--- src/common/mem_op_pkg.sv ---
`default_nettype none

package mem_op_pkg;

    // cache operation codes
    // only OP_STORE is told apart by the miss logic, the rest count as loads
    typedef enum logic [2:0] {
        OP_NOP      = 3'd0,
        OP_FETCH    = 3'd1,
        OP_LOAD     = 3'd2,
        OP_STORE    = 3'd3,
        OP_PREFETCH = 3'd4,
        OP_FLUSH    = 3'd5,
        OP_INVAL    = 3'd6,
        OP_ATOMIC   = 3'd7
    } mem_op_t;

endpackage

`default_nettype wire

--- src/common/cache_pkg.sv ---
`default_nettype none

package cache_pkg;

    localparam int ADDR_BITS        = 32;
    localparam int LINE_OFFSET_BITS = 4;
    localparam int LINE_ADDR_BITS   = ADDR_BITS - LINE_OFFSET_BITS;

    // outstanding misses tracked at once
    localparam int MSHR_DEPTH    = 8;
    localparam int MSHR_IDX_BITS = $clog2(MSHR_DEPTH);
    localparam int MSHR_CNT_BITS = $clog2(MSHR_DEPTH + 1);

    // byte address as seen by the cache
    typedef logic [ADDR_BITS-1:0] addr_t;

    // byte address without the offset bits
    typedef logic [LINE_ADDR_BITS-1:0] line_addr_t;

    typedef logic [MSHR_IDX_BITS-1:0] mshr_idx_t;

    // occupancy, 0 up to MSHR_DEPTH
    typedef logic [MSHR_CNT_BITS-1:0] mshr_cnt_t;

endpackage

`default_nettype wire
--- src/rtl/miss_handler_top.sv ---
`timescale 1ns/1ps
`default_nettype none

module miss_handler_top
    import cache_pkg::*;
    import mem_op_pkg::*;
(
    input  wire logic       clk,
    input  wire logic       rst,

    input  wire logic       alloc,
    input  wire addr_t      alloc_addr,
    input  wire mem_op_t    alloc_op,

    output logic            mshr_hit,
    output mshr_idx_t       mshr_hit_ptr,
    output mshr_idx_t       mshr_wr_ptr,
    output logic            mshr_full,
    output logic            mshr_fin,
    output mshr_idx_t       mshr_fin_ptr,

    output logic            l2_req_valid,
    output line_addr_t      l2_req_addr,
    output logic            l2_req_store,
    input  wire logic       l2_req_ready,

    input  wire logic       l2_resp_valid,
    input  wire line_addr_t l2_resp_addr,
    input  wire logic       l2_resp_store
);

    mshr i_mshr (
        .clk           (clk),
        .rst           (rst),
        .alloc         (alloc),
        .alloc_addr    (alloc_addr),
        .alloc_op      (alloc_op),
        .l2_resp_valid (l2_resp_valid),
        .l2_resp_addr  (l2_resp_addr),
        .l2_resp_store (l2_resp_store),
        .mshr_hit      (mshr_hit),
        .mshr_fin      (mshr_fin),
        .mshr_hit_ptr  (mshr_hit_ptr),
        .mshr_fin_ptr  (mshr_fin_ptr),
        .mshr_wr_ptr   (mshr_wr_ptr),
        .mshr_full     (mshr_full)
    );

    // same alloc stream, kept in order toward L2
    l2_request_issuer i_l2_request_issuer (
        .clk          (clk),
        .rst          (rst),
        .alloc        (alloc),
        .alloc_addr   (alloc_addr),
        .alloc_op     (alloc_op),
        .l2_req_valid (l2_req_valid),
        .l2_req_addr  (l2_req_addr),
        .l2_req_store (l2_req_store),
        .l2_req_ready (l2_req_ready)
    );

endmodule

`default_nettype wire

--- src/rtl/l2_request_issuer.sv ---
`timescale 1ns/1ps
`default_nettype none

module l2_request_issuer
    import cache_pkg::*;
    import mem_op_pkg::*;
(
    input  wire logic    clk,
    input  wire logic    rst,

    input  wire logic    alloc,
    input  wire addr_t   alloc_addr,
    input  wire mem_op_t alloc_op,

    output logic         l2_req_valid,
    output line_addr_t   l2_req_addr,
    output logic         l2_req_store,
    input  wire logic    l2_req_ready
);

    line_addr_t            line_mem [MSHR_DEPTH];
    logic [MSHR_DEPTH-1:0] store_mem;

    mshr_idx_t wr_ptr_q;
    mshr_idx_t rd_ptr_q;
    mshr_cnt_t count_q;

    logic xfer;

    assign xfer = l2_req_valid && l2_req_ready;

    always_ff @(posedge clk) begin
        if (rst) begin
            wr_ptr_q <= '0;
            rd_ptr_q <= '0;
            count_q  <= '0;
        end else begin
            if (alloc) begin
                wr_ptr_q <= wr_ptr_q + 1'b1;
            end
            if (xfer) begin
                rd_ptr_q <= rd_ptr_q + 1'b1;
            end
            case ({alloc, xfer})
                2'b10:   count_q <= count_q + 1'b1;
                2'b01:   count_q <= count_q - 1'b1;
                default: ;
            endcase
        end
    end

    // slot at rd_ptr is not rewritten before it leaves
    always_ff @(posedge clk) begin
        if (alloc) begin
            line_mem[wr_ptr_q]  <= alloc_addr[ADDR_BITS-1:LINE_OFFSET_BITS];
            store_mem[wr_ptr_q] <= (alloc_op == OP_STORE);
        end
    end

    assign l2_req_valid = (count_q != '0);
    assign l2_req_addr  = line_mem[rd_ptr_q];
    assign l2_req_store = store_mem[rd_ptr_q];

endmodule

`default_nettype wire

--- src/mshr/mshr.sv ---
`timescale 1ns/1ps
`default_nettype none

module mshr
    import cache_pkg::*;
    import mem_op_pkg::*;
(
    input  wire logic       clk,
    input  wire logic       rst,

    // miss from the cache
    input  wire logic       alloc,
    input  wire addr_t      alloc_addr,
    input  wire mem_op_t    alloc_op,

    // refill notice from L2
    input  wire logic       l2_resp_valid,
    input  wire line_addr_t l2_resp_addr,
    input  wire logic       l2_resp_store,

    output logic            mshr_hit,
    output logic            mshr_fin,
    output mshr_idx_t       mshr_hit_ptr,
    output mshr_idx_t       mshr_fin_ptr,
    output mshr_idx_t       mshr_wr_ptr,
    output logic            mshr_full
);

    line_addr_t alloc_line;
    logic       alloc_store;

    logic [MSHR_DEPTH-1:0] hit_vec;
    logic [MSHR_DEPTH-1:0] fin_vec;
    mshr_idx_t             tail;
    logic                  full;

    // zero unless exactly one bit is set
    function automatic mshr_idx_t onehot_to_idx(input logic [MSHR_DEPTH-1:0] vec);
        mshr_idx_t idx;
        idx = '0;
        for (int i = 0; i < MSHR_DEPTH; i++) begin
            if (vec == (MSHR_DEPTH'(1) << i)) begin
                idx = mshr_idx_t'(i);
            end
        end
        return idx;
    endfunction

    assign alloc_line  = alloc_addr[ADDR_BITS-1:LINE_OFFSET_BITS];
    assign alloc_store = (alloc_op == OP_STORE); // everything else is a load

    mshr_queue i_mshr_queue (
        .clk        (clk),
        .rst        (rst),
        .push       (alloc),
        .push_line  (alloc_line),
        .push_store (alloc_store),
        .cmp_line   (alloc_line),
        .cmp_store  (alloc_store),
        .done_line  (l2_resp_addr),
        .done_store (l2_resp_store),
        .done_en    (l2_resp_valid),
        .match_vec  (hit_vec),
        .done_vec   (fin_vec),
        .tail       (tail),
        .full       (full)
    );

    // hit looks at the current alloc key, whether or not alloc is high
    assign mshr_hit     = |hit_vec;
    assign mshr_hit_ptr = onehot_to_idx(hit_vec);

    assign mshr_fin     = |fin_vec; // already qualified by l2_resp_valid
    assign mshr_fin_ptr = onehot_to_idx(fin_vec);

    assign mshr_wr_ptr  = tail;
    assign mshr_full    = full;

endmodule

`default_nettype wire

--- src/mshr/mshr_queue.sv ---
`timescale 1ns/1ps
`default_nettype none

module mshr_queue
    import cache_pkg::*;
(
    input  wire logic                  clk,
    input  wire logic                  rst,

    input  wire logic                  push,
    input  wire line_addr_t            push_line,
    input  wire logic                  push_store,

    input  wire line_addr_t            cmp_line,
    input  wire logic                  cmp_store,

    input  wire line_addr_t            done_line,
    input  wire logic                  done_store,
    input  wire logic                  done_en,

    output logic [MSHR_DEPTH-1:0]      match_vec,
    output logic [MSHR_DEPTH-1:0]      done_vec,

    output mshr_idx_t                  tail,
    output logic                       full
);

    logic [MSHR_DEPTH-1:0] valid_q;
    logic [MSHR_DEPTH-1:0] done_q;
    line_addr_t            line_q [MSHR_DEPTH];
    logic [MSHR_DEPTH-1:0] store_q;

    mshr_idx_t head_q;
    mshr_idx_t tail_q;
    mshr_cnt_t count_q;
    logic      full_q;

    logic retire;

    // parallel compare, done entries drop out of both keys
    always_comb begin
        for (int i = 0; i < MSHR_DEPTH; i++) begin
            match_vec[i] = valid_q[i] && !done_q[i]
                           && (line_q[i] == cmp_line) && (store_q[i] == cmp_store);
            done_vec[i]  = done_en && valid_q[i] && !done_q[i]
                           && (line_q[i] == done_line) && (store_q[i] == done_store);
        end
    end

    assign retire = valid_q[head_q] && done_q[head_q];

    // control state
    always_ff @(posedge clk) begin
        if (rst) begin
            valid_q <= '0;
            done_q  <= '0;
            head_q  <= '0;
            tail_q  <= '0;
            count_q <= '0;
            full_q  <= 1'b0;
        end else begin
            done_q <= done_q | done_vec;

            if (retire) begin
                valid_q[head_q] <= 1'b0;
                done_q[head_q]  <= 1'b0;
                head_q          <= head_q + 1'b1; // wraps at depth
            end

            if (push) begin
                valid_q[tail_q] <= 1'b1;
                done_q[tail_q]  <= 1'b0;
                tail_q          <= tail_q + 1'b1;
            end

            case ({push, retire})
                2'b10: begin
                    count_q <= count_q + 1'b1;
                    full_q  <= (count_q == mshr_cnt_t'(MSHR_DEPTH - 1));
                end
                2'b01: begin
                    count_q <= count_q - 1'b1;
                    full_q  <= 1'b0;
                end
                default: ;
            endcase
        end
    end

    // payload, written with the valid bit
    always_ff @(posedge clk) begin
        if (push) begin
            line_q[tail_q]  <= push_line;
            store_q[tail_q] <= push_store;
        end
    end

    assign tail = tail_q;
    assign full = full_q;

endmodule

`default_nettype wire

--- config.mk ---
export PLATFORM = sky130hd
export DESIGN_NAME = miss_handler_top
export DESIGN_NICKNAME = d
export VERILOG_FILES = /design/src/common/mem_op_pkg.sv /design/src/common/cache_pkg.sv /design/src/rtl/miss_handler_top.sv /design/src/rtl/l2_request_issuer.sv /design/src/mshr/mshr.sv /design/src/mshr/mshr_queue.sv
export SDC_FILE = /design/constraint.sdc
export NUM_CORES = 1
export LEC_CHECK = 0
export BUFFER_PORTS_ARGS = -buffer_cell sky130_fd_sc_hd__buf_2
export CELL_PAD_IN_SITES_DETAIL_PLACEMENT = 0
export CELL_PAD_IN_SITES_GLOBAL_PLACEMENT = 2
export CORE_UTILIZATION = 49
export CTS_CLUSTER_SIZE = 8
export DETAILED_ROUTE_END_ITERATION = 8
export GPL_ROUTABILITY_DRIVEN = 0
export PLACE_DENSITY = 0.87
export SETUP_SLACK_MARGIN = 0.15
export SLEW_MARGIN = 20
export SYNTH_ARGS = -nofsm -noshare
export SYNTH_HDL_FRONTEND = slang
export SYNTH_SLANG_ARGS = --single-unit
--- constraint.sdc ---
create_clock -name clk -period 7.45 [get_ports clk]
set_clock_uncertainty 0.1 [all_clocks]
set_input_delay 1.1175 -clock clk [delete_from_list [all_inputs] [get_ports clk]]
set_output_delay 1.1175 -clock clk [all_outputs]
set_load 0.01 [all_outputs]
Yosys cells after proc, flatten, opt, wreduce, memory -nomap -nowiden
Memories as Yosys holds them, arrays and structs flattened. A register that Yosys moved wholly into a read port is not among the register bits. Index checks and enable logic that the tools add are counted.

Add/subtract/negate cells: 8. Magnitude comparators: 7. Eq/ne operators: 52. Mux-type cells: 41. Bitwise logic cells: 7. Reduce and logical (&&, ||, !) cells: 74.

Operators by type and width (number): $eq A28 B28 Y1 (16); $logic_and A1 B1 Y1 (61); $mux W8 (6); $mux W3 (10); $and A8 B8 Y8 (3); $bwmux W8 (2); $eq A1 B1 Y1 (16); $eq A8 B2 Y1 const B (2); $eq A8 B3 Y1 const B (2); $eq A8 B4 Y1 const B (2); $eq A8 B5 Y1 const B (2); $eq A8 B6 Y1 const B (2); $eq A8 B7 Y1 const B (2); $eq A8 B8 Y1 const B (2); $lt A3 B4 Y1 const B (4); $not A8 Y8 (2); $or A8 B8 Y8 (2); $pmux W4 S2 (2); $reduce_or A8 Y1 (2); $add A3 B1 Y3 const B (4); $mux W1 (10); $bmux W1 S3 (3); $demux W1 S3 (3); $ge A3 B1 Y1 const B (3); 11 further kinds (26).

Register bits: 53. RAM bits: 448. Input bits: 69. Memories kept: 2.

Memory list: i_l2_request_issuer.line_mem (depth 8, bits a word 28, rd ports 1, clocked after memory_dff 1, wr ports 1, RTL line l2_request_issuer.sv:21) `line_addr_t line_mem [MSHR_DEPTH];`; i_mshr.i_mshr_queue.line_q (depth 8, bits a word 28, rd ports 8, clocked after memory_dff 0, wr ports 1, RTL line mshr_queue.sv:30) `line_addr_t line_q [MSHR_DEPTH];`.

Longest topological paths before layout
Gate-level depths: netlist of run 1.

Depth in word-level cells: 12. Gate-level depth with buffers: 14. Gate-level depth less buffers: 13.

Cells and area by module
Synthesis of run 1 repeated with hierarchy kept, for this count alone.

Cell total of the unflattened synthesis: 1544. Area total of the unflattened synthesis: 23438.7 µm².

Modules (own cells, without submodules): mshr_queue (times used 1, cells each 1085, area an instance 13758.2 µm², seq. area each 7507.2 µm²); l2_request_issuer (times used 1, cells each 408, area an instance 9374.0 µm², seq. area each 7226.9 µm²); mshr (times used 1, cells each 51, area an instance 306.5 µm², seq. area each 0.0 µm²).

Least setup slack after synthesis of run 1
Ideal clock, no wire load.

Path kind: input to output. Start: input port alloc_addr[17]. End: output port mshr_hit_ptr[0]. Arrival time: 3.182 ns. Required time: 6.233 ns. Setup slack: 3.051 ns. Stages: 8. Path buffers: 1. Cell sequence: buf_2 -> xor2_1 -> nor4_1 -> nand4_1 -> nor4_1 -> and2b_1 -> o21ai_0 -> a2111oi_0.

Word-level cells in the longest chain between the ends: 11. Elaborated cells on any way between the ends: 38. Those cells by class: eq/ne: 15; mux: 7; reduce/logical: 16.

Ends and longest elaborated chain: start: declaration (RTL line miss_handler_top.sv:12) `input wire addr_t alloc_addr,`; $eq A28 B28 Y1 (RTL line mshr_queue.sv:44) `&& (line_q[i] == cmp_line) && (store_q[i] == cmp_store);`; $logic_and A1 B1 Y1 (2 in series) (RTL line mshr_queue.sv:44); $eq A8 B2 Y1 (RTL line mshr.sv:42) `if (vec == (MSHR_DEPTH'(1) << i)) begin`; $mux W1 (RTL line mshr.sv:42); $mux W2 (2 in series) (RTL line mshr.sv:42); $mux W3 (3 in series) (RTL line mshr.sv:42); $mux W3 * (RTL line mshr.sv:42); end: declaration (RTL line miss_handler_top.sv:16) `output mshr_idx_t mshr_hit_ptr,`.

Mark *: on every way between the ends. The rest lies on a longest branch, timed or not.

Final worst setup path of run 1
Start: input port alloc_addr[9]. End: output port mshr_hit_ptr[2].

Word-level cells in the longest chain between the ends: 8. Elaborated cells on any way between the ends: 32. Those cells by class: eq/ne: 12; mux: 4; reduce/logical: 16.

Ends and longest elaborated chain (RTL line): $eq A28 B28 Y1 (mshr_queue.sv:44); $logic_and A1 B1 Y1 (2 in series) (mshr_queue.sv:44); $eq A8 B5 Y1 (mshr.sv:42); $mux W3 (3 in series) (mshr.sv:42); $mux W3 * (mshr.sv:42).

Marks and branches as above.

==> results of run 1 <==
[metrics by stage]
stage	utilization (%)	area, µm²	worst slack, ns
detailed placement	52.5	24600	2.06
finish	57.0	26700	1.99
global route	57.0	26700	1.81
global placement	52.5	24600	1.93
floorplan	-	23400	3.05
CTS	56.9	26700	2.03
[registers in the layout, summed over array words and instances (netlist names), named ones only]
| name | count |
|---|---|
| i_l2_request_issuer.line_mem | 224 |
| i_mshr.i_mshr_queue.line_q | 224 |
| i_l2_request_issuer.store_mem | 8 |
| i_mshr.i_mshr_queue.done_q | 8 |
| i_mshr.i_mshr_queue.store_q | 8 |
| i_mshr.i_mshr_queue.valid_q | 8 |
| i_l2_request_issuer.count_q | 4 |
| i_mshr.i_mshr_queue.count_q | 4 |
| i_l2_request_issuer.rd_ptr_q | 3 |
| i_l2_request_issuer.wr_ptr_q | 3 |
| i_mshr.i_mshr_queue.head_q | 3 |
| i_mshr.i_mshr_queue.tail | 3 |
| i_mshr.i_mshr_queue.full | 1 |
[worst min-delay path: cells and delay by family (launching register included)]
kind	cells	cell delay [ns]
flip-flops	1	0.31
AO/OA/AOI/OAI	2	0.13
[Yosys cell counts, types with 2 or more instances]
library cell / number / area, µm²
xor2_1: 371 / 3250
ha_1: 10 / 125
nand3_1: 3 / 15.0
nand2_1: 21 / 78.8
nor4_1: 101 / 632
nor2b_1: 4 / 25.0
dfxtp_1: 40 / 801
or4_1: 3 / 22.5
and2b_1: 3 / 22.5
a21oi_1: 24 / 120
o22ai_1: 6 / 37.5
xnor2_1: 108 / 946
buf_6: 6 / 67.6
or2_2: 8 / 50.1
nand4_1: 41 / 257
mux2i_1: 8 / 80.1
a21o_1: 3 / 22.5
edfxtp_1: 464 / 13900
o21ba_2: 2 / 20.0
nor4_2: 3 / 37.5
nor4_4: 2 / 42.5
or3_1: 7 / 43.8
buf_1: 7 / 26.3
mux2_2: 31 / 349
o211ai_1: 2 / 15.0
buf_4: 10 / 75.1
mux4_2: 58 / 1310
o221a_2: 2 / 22.5
clkbuf_1: 19 / 71.3
nand2b_1: 12 / 75.1
inv_1: 22 / 82.6
nand4b_1: 10 / 87.6
fa_1: 2 / 40.0
buf_2: 42 / 210
nor2_1: 49 / 184
nor3_1: 11 / 55.1
o21ai_0: 17 / 85.1
[cell type report]
cell class	instances	area (µm²)	share of cell area [%]
Inverter	22	82.6	0.309
Clock buffer	97	1920	7.18
Sequential cell	504	14700	55.2
Timing Repair Buffer	139	798	2.99
Clock inverter	6	135	0.506
Tap cell	607	759	2.84
Multi-Input combinational cell	935	8270	31.0
[logic make-up (layout without fill, tap and decap cells)]
group,Yosys count,count (layout),synth area share [%]
DFF,504,504,62.9
xor gates and xnor gates,479,479,17.9
adders and majority gates,12,12,0.705
muxes,97,97,7.41
AOI/OAI and AO/OA,64,64,1.68
buffers and inverters,107,264,2.30
and+or+nand+nor,283,283,7.12
[power by group]
group	total [mW]	internal, mW	switching (mW)
clock network	2.98	1.79	1.19
logic	1.02	0.467	0.556
registers	3.28	3.19	0.0907
total	7.28	5.45	1.84
[per-layer routing]
layer / up-vias / wire length [µm]
met4: 2 / 2910
li1: 5978 / -
met1: 7028 / 26600
met2: 590 / 30400
met5: - / 17
met3: 136 / 5430
[how the worst max path moves through the flow]
stage / endpoint / slack (ns) / cells after the start
floorplan: mshr_hit_ptr[0] / 3.05 / 8
finish: mshr_hit_ptr[2] / 1.99 / 10
detailed placement: mshr_hit_ptr[1] / 2.06 / 10
global placement: mshr_hit_ptr[0] / 1.93 / 9
global route: mshr_hit_ptr[1] / 1.81 / 10
CTS: mshr_hit_ptr[1] / 2.03 / 10
==> Implementation_results.wiki, run 1 <==
{| class="wikitable"
! Metric !! Value
|-
| Result of the run || finished, violations left
|-
| Failing checks || design-rule violations
|-
| Critical path buffer and inverter count || 3
|-
| Portion of the clock cycle consumed by the worst path in the final layout || 73.3%
|-
| Worst Hold Endpoint || i_l2_request_issuer.count_q[3]
|-
| Max FO, Critical Path || 15
|-
| RSZ-0062 raised after global routing || no
|-
| Routed length per placed instance || 28.3 µm
|-
| Shortest period the worst path allows || 5.46 ns
|-
| Library cell contributing the largest single delay on the critical path || nor4_1
|-
| Hold path start || i_l2_request_issuer.count_q[3]
|-
| Worst r2r src || i_mshr.i_mshr_queue.head_q[0]
|-
| Final Max Tran Viols || 0
|-
| Cell family contributing the most delay on the critical path || simple AND/OR/NAND/NOR gates
|-
| Die Width || 221 µm
|-
| Cell count after placement || 2,206
|-
| Count of buffers added by post-CTS timing repair for setup || 0
|-
| Met1 Use GR || 37.6%
|-
| Nets || 1,755
|-
| Leading cell types in the layout, fill and taps excluded || edfxtp_1 (464), xor2_1 (371), xnor2_1 (108)
|-
| # diodes || 0
|-
| Nature of the critical path startpoint || primary input
|-
| Fraction of registers with async set or reset after synthesis || 0%
|-
| Synthesis Warnings || 0
|-
| Crit path from || alloc_addr[9]
|-
| Initial antenna violation count || 1
|-
| Number of hold violations in the final report || 0
|-
| Required time worst endpoint || 6.23 ns
|-
| EDFF count, synth || 464
|-
| Post-synthesis to final-layout area growth || 14.0%
|-
| Power consumption || 7.28 mW
|-
| First-pass DRT Iterations || 9
|-
| Final Non-Filler Cells || 2,310
|-
| Top-level port count || 111
|-
| Internal reg-to-reg setup slack || 3.86 ns
|-
| Path type of the worst min-delay path || flip-flop to flip-flop
|-
| Layout fillers || 3,673
|-
| Total die area || 48,700 µm²
|-
| Kind of critical path || primary input to primary output
|-
| Die outline height || 221 µm
|-
| Busiest grt layer || met2
|-
| Total via count after detailed routing || 13,734
|-
| Max clock buf depth || 3
|-
| Ordered list of cells on the worst path || buf_2, buf_4, xor2_1, nor4_1, nand4_1, nor4_1, xnor2_1, or3_1, a21oi_1, buf_2
|-
| Overall routing resource usage || 27.8%
|-
| Cts-stage hold buffer count || 0
|-
| Post-CTS clock slew at the launch and capture registers of the worst setup and hold paths || 0.05 ns
|-
| Depth of the most critical reg-to-reg path || 13
|-
| Dpl hpwl || 42.0 mm
|-
| Power density relative to cell area || 273 nW/µm²
|-
| ANT nets after route || 0
|-
| Number of cell rows || 79
|-
| Maximum number of pins on one net before global-route repair || 57
|-
| Mean number of vias per cell || 5.95
|-
| VDD IR-drop max || 0.262 mV
|-
| Remaining DRCs || 2
|-
| Setup Total Neg Slack || 0 ns
|-
| Worst Hold Depth || 2
|-
| Most frequently used flop master after synthesis || edfxtp_1
|-
| Max-slew headroom at the worst pin || 22.7%
|-
| Setup crit end kind || primary output
|-
| Share of post-route cells with drive strength above 1 || 20.4%
|-
| H-tree lvl count || 3
|-
| Routing usage on met3 || 6.12%
|-
| Most common cell after layout, fill and taps aside || edfxtp_1
|-
| Drt initial violations || 1,430
|-
| Number of instances in the synthesized netlist || 1,546
|-
| Final wirelength || 65.3 mm
|-
| Reg2Reg Capture Point || i_mshr.i_mshr_queue.count_q[3]
|-
| # resized after CTS || 0
|-
| Global routing usage on met2 || 43.2%
|-
| Number of distinct standard cells referenced by the synthesized netlist || 51
|-
| Wire length of the first global-routing pass || 94.2 mm
|-
| Final global-route overflow total || 0
|-
| Number of global-route vias before repair || 13,668
|-
| Post-synthesis net count || 1,627
|-
| Data arrival time of the critical path || 4.24 ns
|-
| Fmax achieved || 0.183 GHz
|-
| Avg Inst Size Synth || 15.2 µm²
|-
| Num CTS Buffers || 72
|-
| Leakage || 9.03 nW
|-
| Clock tree root buffer cell || clkbuf_16
|-
| Initial Util || 50.0%
|-
| Share of the yosys chip area belonging to registers || 62.9%
|-
| Worst hold slack || 0.379 ns
|-
| CTS tree || yes
|-
| Final setup violating endpoints || 0
|-
| Cell Area, Synth || 23,400 µm²
|-
| PortBufs || 106
|-
| Area of the core || 46,900 µm²
|-
| Seq cells post-synth || 504
|-
| Number of max-cap violations || 0
|-
| Max incr delay on CP || 1.00 ns
|-
| Sinks on Clock Net || 504
|-
| Worst-margin pin slew || 1.15 ns
|-
| Later-pin clock latency in the skew report || 0.61 ns
|}
No activity file was read; power rests on OpenSTA's default activity.
==> inputs of run 2 (changes only) <==
- CORE_UTILIZATION: 49 -> 45
- PLACE_DENSITY: 0.87 -> 0.81
- clock period: 7.45 -> 5.7 ns (I/O delays scaled with it)
==> Implementation_results.wiki, run 2 (synthesis results as in run 1) <==
{| class="wikitable"
! Metric !! Value
|-
| Worst Hold Depth || 2
|-
| Die outline height || 230 µm
|-
| Setup Total Neg Slack || 0 ns
|-
| Data arrival time of the critical path || 3.67 ns
|-
| Required time worst endpoint || 4.74 ns
|-
| Maximum number of pins on one net before global-route repair || 43
|-
| Top-level port count || 111
|-
| Area taken by multi-input logic gates || 8260 µm²
|-
| Area of the core || 51,400 µm²
|-
| Power density relative to cell area || 354 nW/µm²
|-
| Number of cell rows || 83
|-
| Number of max-cap violations || 0
|-
| Final Non-Filler Cells || 2,386
|-
| Overall routing resource usage || 25.9%
|-
| H-tree lvl count || 3
|-
| Worst r2r src || i_mshr.i_mshr_queue.head_q[0]
|-
| # diodes || 0
|-
| Fmax achieved || 0.216 GHz
|-
| Kind of critical path || primary input to primary output
|-
| Number of hold violations in the final report || 0
|-
| Die Width || 230 µm
|-
| Post-layout utilization of the core || 52.3%
|-
| Routed length per placed instance || 28.4 µm
|-
| Dpl hpwl || 44.2 mm
|-
| Setup WS post-layout || 1.08 ns
|-
| Total die area || 53,000 µm²
|-
| Final global-route overflow total || 0
|-
| Final Max Tran Viols || 0
|-
| VDD IR-drop max || 0.279 mV
|-
| RSZ-0062 raised after global routing || no
|-
| Max FO, Critical Path || 20
|-
| Hold path start || i_l2_request_issuer.count_q[3]
|-
| Post-CTS clock slew at the launch and capture registers of the worst setup and hold paths || 0.05 ns
|-
| Setup crit end kind || primary output
|-
| Final wirelength || 67.7 mm
|-
| Clock tree root buffer cell || clkbuf_16
|-
| Nets || 1,772
|-
| Portion of the clock cycle consumed by the worst path in the final layout || 81.1%
|-
| Total via count after detailed routing || 13,796
|-
| Cell count after placement || 2,297
|-
| Number of global-route vias before repair || 13,956
|-
| Worst-margin pin slew || 1.10 ns
|-
| Nature of the critical path startpoint || primary input
|-
| Share of post-route cells with drive strength above 1 || 21.2%
|-
| Num CTS Buffers || 72
|-
| Count of buffers added by post-CTS timing repair for setup || 0
|-
| Cts-stage hold buffer count || 0
|-
| ANT nets after route || 0
|-
| Final setup violating endpoints || 0
|-
| Layout fillers || 4,291
|-
| Most common cell after layout, fill and taps aside || edfxtp_1
|-
| Later-pin clock latency in the skew report || 0.62 ns
|-
| Post-placement worst setup slack || 1.05 ns
|-
| Result of the run || complete, no violations
|-
| Shortest period the worst path allows || 4.62 ns
|-
| Leading cell types in the layout, fill and taps excluded || edfxtp_1 (464), xor2_1 (371), xnor2_1 (108)
|-
| Worst Hold Endpoint || i_l2_request_issuer.count_q[3]
|-
| Max clock buf depth || 3
|-
| Mean number of vias per cell || 5.78
|-
| Post-synthesis to final-layout area growth || 14.7%
|-
| Internal reg-to-reg setup slack || 2.17 ns
|-
| Sinks on Clock Net || 504
|-
| # resized after CTS || 0
|-
| Regs by FF count || i_l2_request_issuer.line_mem x224, i_mshr.i_mshr_queue.line_q x224
|-
| Depth of the most critical reg-to-reg path || 13
|-
| Max-slew headroom at the worst pin || 26.2%
|-
| Wire length of the first global-routing pass || 97.2 mm
|-
| First-pass DRT Iterations || 5
|-
| Initial Util || 45.6%
|-
| Reg2Reg Capture Point || i_mshr.i_mshr_queue.count_q[3]
|-
| Drt initial violations || 1,400
|-
| Leakage || 9.10 nW
|-
| Remaining DRCs || 0
|-
| Path type of the worst min-delay path || flip-flop to flip-flop
|-
| PortBufs || 106
|-
| CTS tree || yes
|-
| Sequential standard cell area || 14,700 µm²
|-
| Initial antenna violation count || 3
|}
==> run 2: cell types whose count changed in the layout (fill, tap and decap cells not counted), sizes merged <==
cell / change
clkbuf: -15
buf: +17
inv: -1
clkinv: +2
==> run 2: power breakdown <==
part / switching, mW / internal (mW)
Clock: 1.59 / 2.29
Sequential: 0.170 / 4.17
Combinational: 0.672 / 0.615
==> run 2: how the worst max path moves through the flow <==
| stage | end | start |
|---|---|---|
| floorplan | i_mshr.i_mshr_queue.line_q[4][0] | alloc |
| global placement | mshr_hit_ptr[1] | alloc_addr[19] |
| detailed placement | mshr_hit_ptr[1] | alloc_addr[19] |
| finish | mshr_hit_ptr[0] | alloc_addr[19] |
| CTS | mshr_hit_ptr[1] | alloc_addr[19] |
| global route | mshr_hit_ptr[1] | alloc_addr[19] |
==> run 2: layout make-up <==
cell class / instances / share of cell area (%)
Multi-Input combinational cell: 935 / 30.7
Clock buffer: 82 / 6.85
Inverter: 22 / 0.307
Tap cell: 680 / 3.17
Clock inverter: 7 / 0.652
Sequential cell: 504 / 54.9
Timing Repair Buffer: 156 / 3.45
==> run 2: critical path, stage by stage <==
cell       delay, ns
buf_2           0.48
xor2_1          0.14
nor4_1          0.44
nand3_1         0.17
nor4_1          0.69
and2b_1         0.24
o21ai_0         0.08
a2111oi_0       0.34
buf_2           0.20
==> run 2: metal layers <==
metal / track usage [%] / vias to the layer above / share of wire, %
met2: 42.2 / 583 / 48
met4: 11.4 / 2 / 4.0
met5: 0 / - / 0.018
met1: 34.7 / 7117 / 41
met3: 3.62 / 108 / 6.9
li1: - / 5986 / -
==> run 2: through the flow <==
stage	hold WS, ns	cell area, µm²	total power, mW
3_3_place_gp	0.365	24800	5.69
3_5_place_dp	0.377	24900	5.71
6_report	0.377	26900	9.50
5_1_grt	0.413	26900	9.82
4_1_cts	0.384	26900	9.58
2_1_floorplan	0.353	23400	5.24
==> inputs of run 3 (changes only) <==
- ABC_AREA: default -> 1
- CORE_UTILIZATION: 45 -> 36
- PLACE_DENSITY: 0.81 -> 0.78
- clock period: 5.7 -> 4 ns (I/O delays scaled with it)
==> Implementation_results.wiki, run 3 <==
{| class="wikitable"
! Metric !! Value
|-
| Result of the run || complete, no violations
|-
| Dominant combinational cell family by area after synthesis || simple AND/OR/NAND/NOR gates
|-
| Portion of synthesized cell area occupied by the leading cell type || 55.3%
|-
| Power consumption || 14.4 mW
|-
| Depth of the most critical reg-to-reg path || 16
|-
| CTS tree || yes
|-
| Nature of the critical path startpoint || flip-flop
|-
| Cell taking the most area after synthesis || edfxtp_1
|-
| First-pass DRT Iterations || 5
|-
| Number of global-route vias before repair || 19,888
|-
| Max FO, Critical Path || 4
|-
| Setup Total Neg Slack || 0 ns
|-
| Maximum number of pins on one net before global-route repair || 57
|-
| Shortest period the worst path allows || 3.68 ns
|-
| Cell count after placement || 3,740
|-
| Regs by FF count || i_l2_request_issuer.line_mem x224, i_mshr.i_mshr_queue.line_q x224
|-
| Final setup violating endpoints || 0
|-
| Drt initial violations || 2,388
|-
| Later-pin clock latency in the skew report || 0.64 ns
|-
| Top cell by count, worst path || nor2_1
|-
| # resized after CTS || 0
|-
| Nets || 2,965
|-
| Share of post-route cells with drive strength above 1 || 13.3%
|-
| Cell Area, Synth || 25,200 µm²
|-
| Dpl hpwl || 71.2 mm
|-
| Die Width || 266 µm
|-
| Power density relative to cell area || 488 nW/µm²
|-
| Fmax achieved || 0.272 GHz
|-
| Number of cell rows || 96
|-
| Top-level port count || 111
|-
| Sinks on Clock Net || 504
|-
| Total die area || 71,000 µm²
|-
| Ordered list of cells on the worst path || nor2_1, nand4_1, nor2_1, nand2_1, nor2_1, nand3_1, buf_4, nand2_1, nor2_1, o21bai_2, nand3_2, buf_2
|-
| Final Non-Filler Cells || 3,843
|-
| Net Switching || 4.32 mW
|-
| Post-CTS clock slew at the launch and capture registers of the worst setup and hold paths || 0.05 ns
|-
| Layout fillers || 6,761
|-
| Post-synthesis to final-layout area growth || 17.0%
|-
| Clock share of power || 40.1%
|-
| Adder-cell share of the synthesized area || 0.656%
|-
| Synth Area in XOR/XNOR || 5.50%
|-
| Total via count after detailed routing || 20,941
|-
| Setup crit end kind || primary output
|-
| Cell Area, Placed || 27,400 µm²
|-
| Avg Inst Size Synth || 9.37 µm²
|-
| # diodes || 0
|-
| Remaining DRCs || 0
|-
| PortBufs || 106
|-
| EDFF count, synth || 464
|-
| Clock tree root buffer cell || clkbuf_16
|-
| Seq cells post-synth || 504
|-
| Leading cell types in the layout, fill and taps excluded || nand2_1 (572), edfxtp_1 (464), nor2_1 (412)
|-
| Final global-route overflow total || 0
|-
| Leakage || 11.4 nW
|-
| Mean number of vias per cell || 5.45
|-
| Area of the core || 68,900 µm²
|-
| Path type of the worst min-delay path || primary input to flip-flop
|-
| Combinational share of power || 17.9%
|-
| Most common cell after layout, fill and taps aside || nand2_1
|-
| Worst Hold Depth || 1
|-
| Share of power burned in registers || 42.0%
|-
| Routed length per placed instance || 26.6 µm
|-
| Share of total power consumed by net switching || 30.0%
|-
| Share of the yosys chip area belonging to registers || 58.5%
|-
| Library cell contributing the largest single delay on the critical path || nor2_1
|-
| Fraction of registers with async set or reset after synthesis || 0%
|-
| Worst-margin pin slew || 1.07 ns
|-
| ANT nets after route || 0
|-
| Final wirelength || 102 mm
|-
| H-tree lvl count || 3
|-
| Kind of critical path || flip-flop to primary output
|-
| Number of max-cap violations || 0
|-
| VDD IR-drop max || 0.447 mV
|-
| Max-slew headroom at the worst pin || 28.7%
|-
| Most common cell in the synthesized netlist || nand2_1
|-
| Max clock buf depth || 3
|-
| RSZ-0062 raised after global routing || no
|-
| Die outline height || 266 µm
|-
| Final Max Tran Viols || 0
|-
| Post-synthesis compound-gate area fraction || 9.90%
|-
| Design Area, Final || 29,500 µm²
|-
| Number of distinct standard cells referenced by the synthesized netlist || 47
|-
| Number of hold violations in the final report || 0
|-
| Largest cells by area after synthesis || edfxtp_1 (55%), nand2_1 (8.5%), nor2_1 (6.4%)
|-
| Synthesis Warnings || 0
|-
| Initial antenna violation count || 4
|-
| Number of instances in the synthesized netlist || 2,687
|-
| Wire length of the first global-routing pass || 143 mm
|-
| Max incr delay on CP || 0.59 ns
|-
| Multiplexer share of the synthesized area || 0%
|-
| Count of buffers added by post-CTS timing repair for setup || 0
|-
| Internal power component || 10.1 mW
|-
| Data arrival time of the critical path || 2.98 ns
|-
| Post-synthesis net count || 2,768
|-
| Cts-stage hold buffer count || 0
|-
| Num CTS Buffers || 73
|-
| Initial Util || 36.5%
|-
| Required time worst endpoint || 3.30 ns
|-
| Area fraction in and, or, nand and nor cells after synthesis || 18.8%
|-
| Synth cell count leaders || nand2_1 (572), edfxtp_1 (464), nor2_1 (428)
|-
| Overall routing resource usage || 28.7%
|-
| Most frequently used flop master after synthesis || edfxtp_1
|-
| Portion of the clock cycle consumed by the worst path in the final layout || 92.0%
|}
## run 3: layout make-up
cell class                 count  area, µm²  area share (%)
sequential                   504      14700            50.0
multi-input combinational   1787       8880            30.1
inverter                     295       1110            3.77
clock buffer                  94       1910            6.47
clock inverter                 9        204           0.692
tap                          931       1160            3.95
timing repair buffer         223       1460            4.95
## run 3: path summary, 6_finish.rpt
kind | start | end | slack [ns]
worst min register to register | i_l2_request_issuer.count_q[0] | i_l2_request_issuer.count_q[0] | 0.36
worst min-delay path | alloc_addr[14] | i_mshr.i_mshr_queue.line_q[0][10] | 0.18
worst max register to register | i_mshr.i_mshr_queue.head_q[0] | i_mshr.i_mshr_queue.count_q[3] | 0.94
worst max-delay path | i_mshr.i_mshr_queue.done_q[3] | mshr_hit_ptr[0] | 0.32
## run 3: stage by stage
| stage | setup WS, ns | hold WS [ns] | utilization (%) |
|---|---|---|---|
| CTS | 0.291 | 0.184 | 42.7 |
| global route | 0.186 | 0.194 | 42.7 |
| detailed placement | 0.448 | 0.346 | 39.7 |
| global placement | 0.495 | 0.344 | 39.7 |
| finish | 0.321 | 0.178 | 42.7 |
| floorplan | 1.12 | 0.322 | - |
## run 3: critical path: cells and delay by family, from the launching register on
family,cells,cell delay [ns]
flip-flops,1,0.35
AO/OA/AOI/OAI,1,0.15
AND/OR/NAND/NOR,9,1.49
buffers and inverters,2,0.33
## run 3: layer usage
| metal | share of wire [%] | vias up | global-route usage [%] | routed length [µm] |
|---|---|---|---|---|
| met5 | 0.044 | - | 0 | 45 |
| met4 | 5.7 | 6 | 14.5 | 5790 |
| met3 | 8.3 | 245 | 5.09 | 8460 |
| met2 | 45 | 1085 | 45.3 | 45700 |
| met1 | 41 | 10221 | 37.9 | 42100 |
| li1 | - | 9384 | - | - |
## run 3: power by group through the flow
stage	registers (mW)	clock network (mW)	logic, mW
finish	6.04	5.77	2.58
global placement	6.14	0	2.52
global route	6.05	6.03	2.77
detailed placement	6.14	0	2.56
floorplan	6.09	0	1.49
CTS	6.04	5.82	2.57
## run 3: cells by family (layout without fill, tap and decap cells)
family	after synthesis	count (layout)
xor gates and xnor gates	158	158
and+or+nand+nor	1164	1164
DFF	504	504
buffers and inverters	396	621
adders and majority gates	12	12
AOI/OAI and AO/OA	453	453
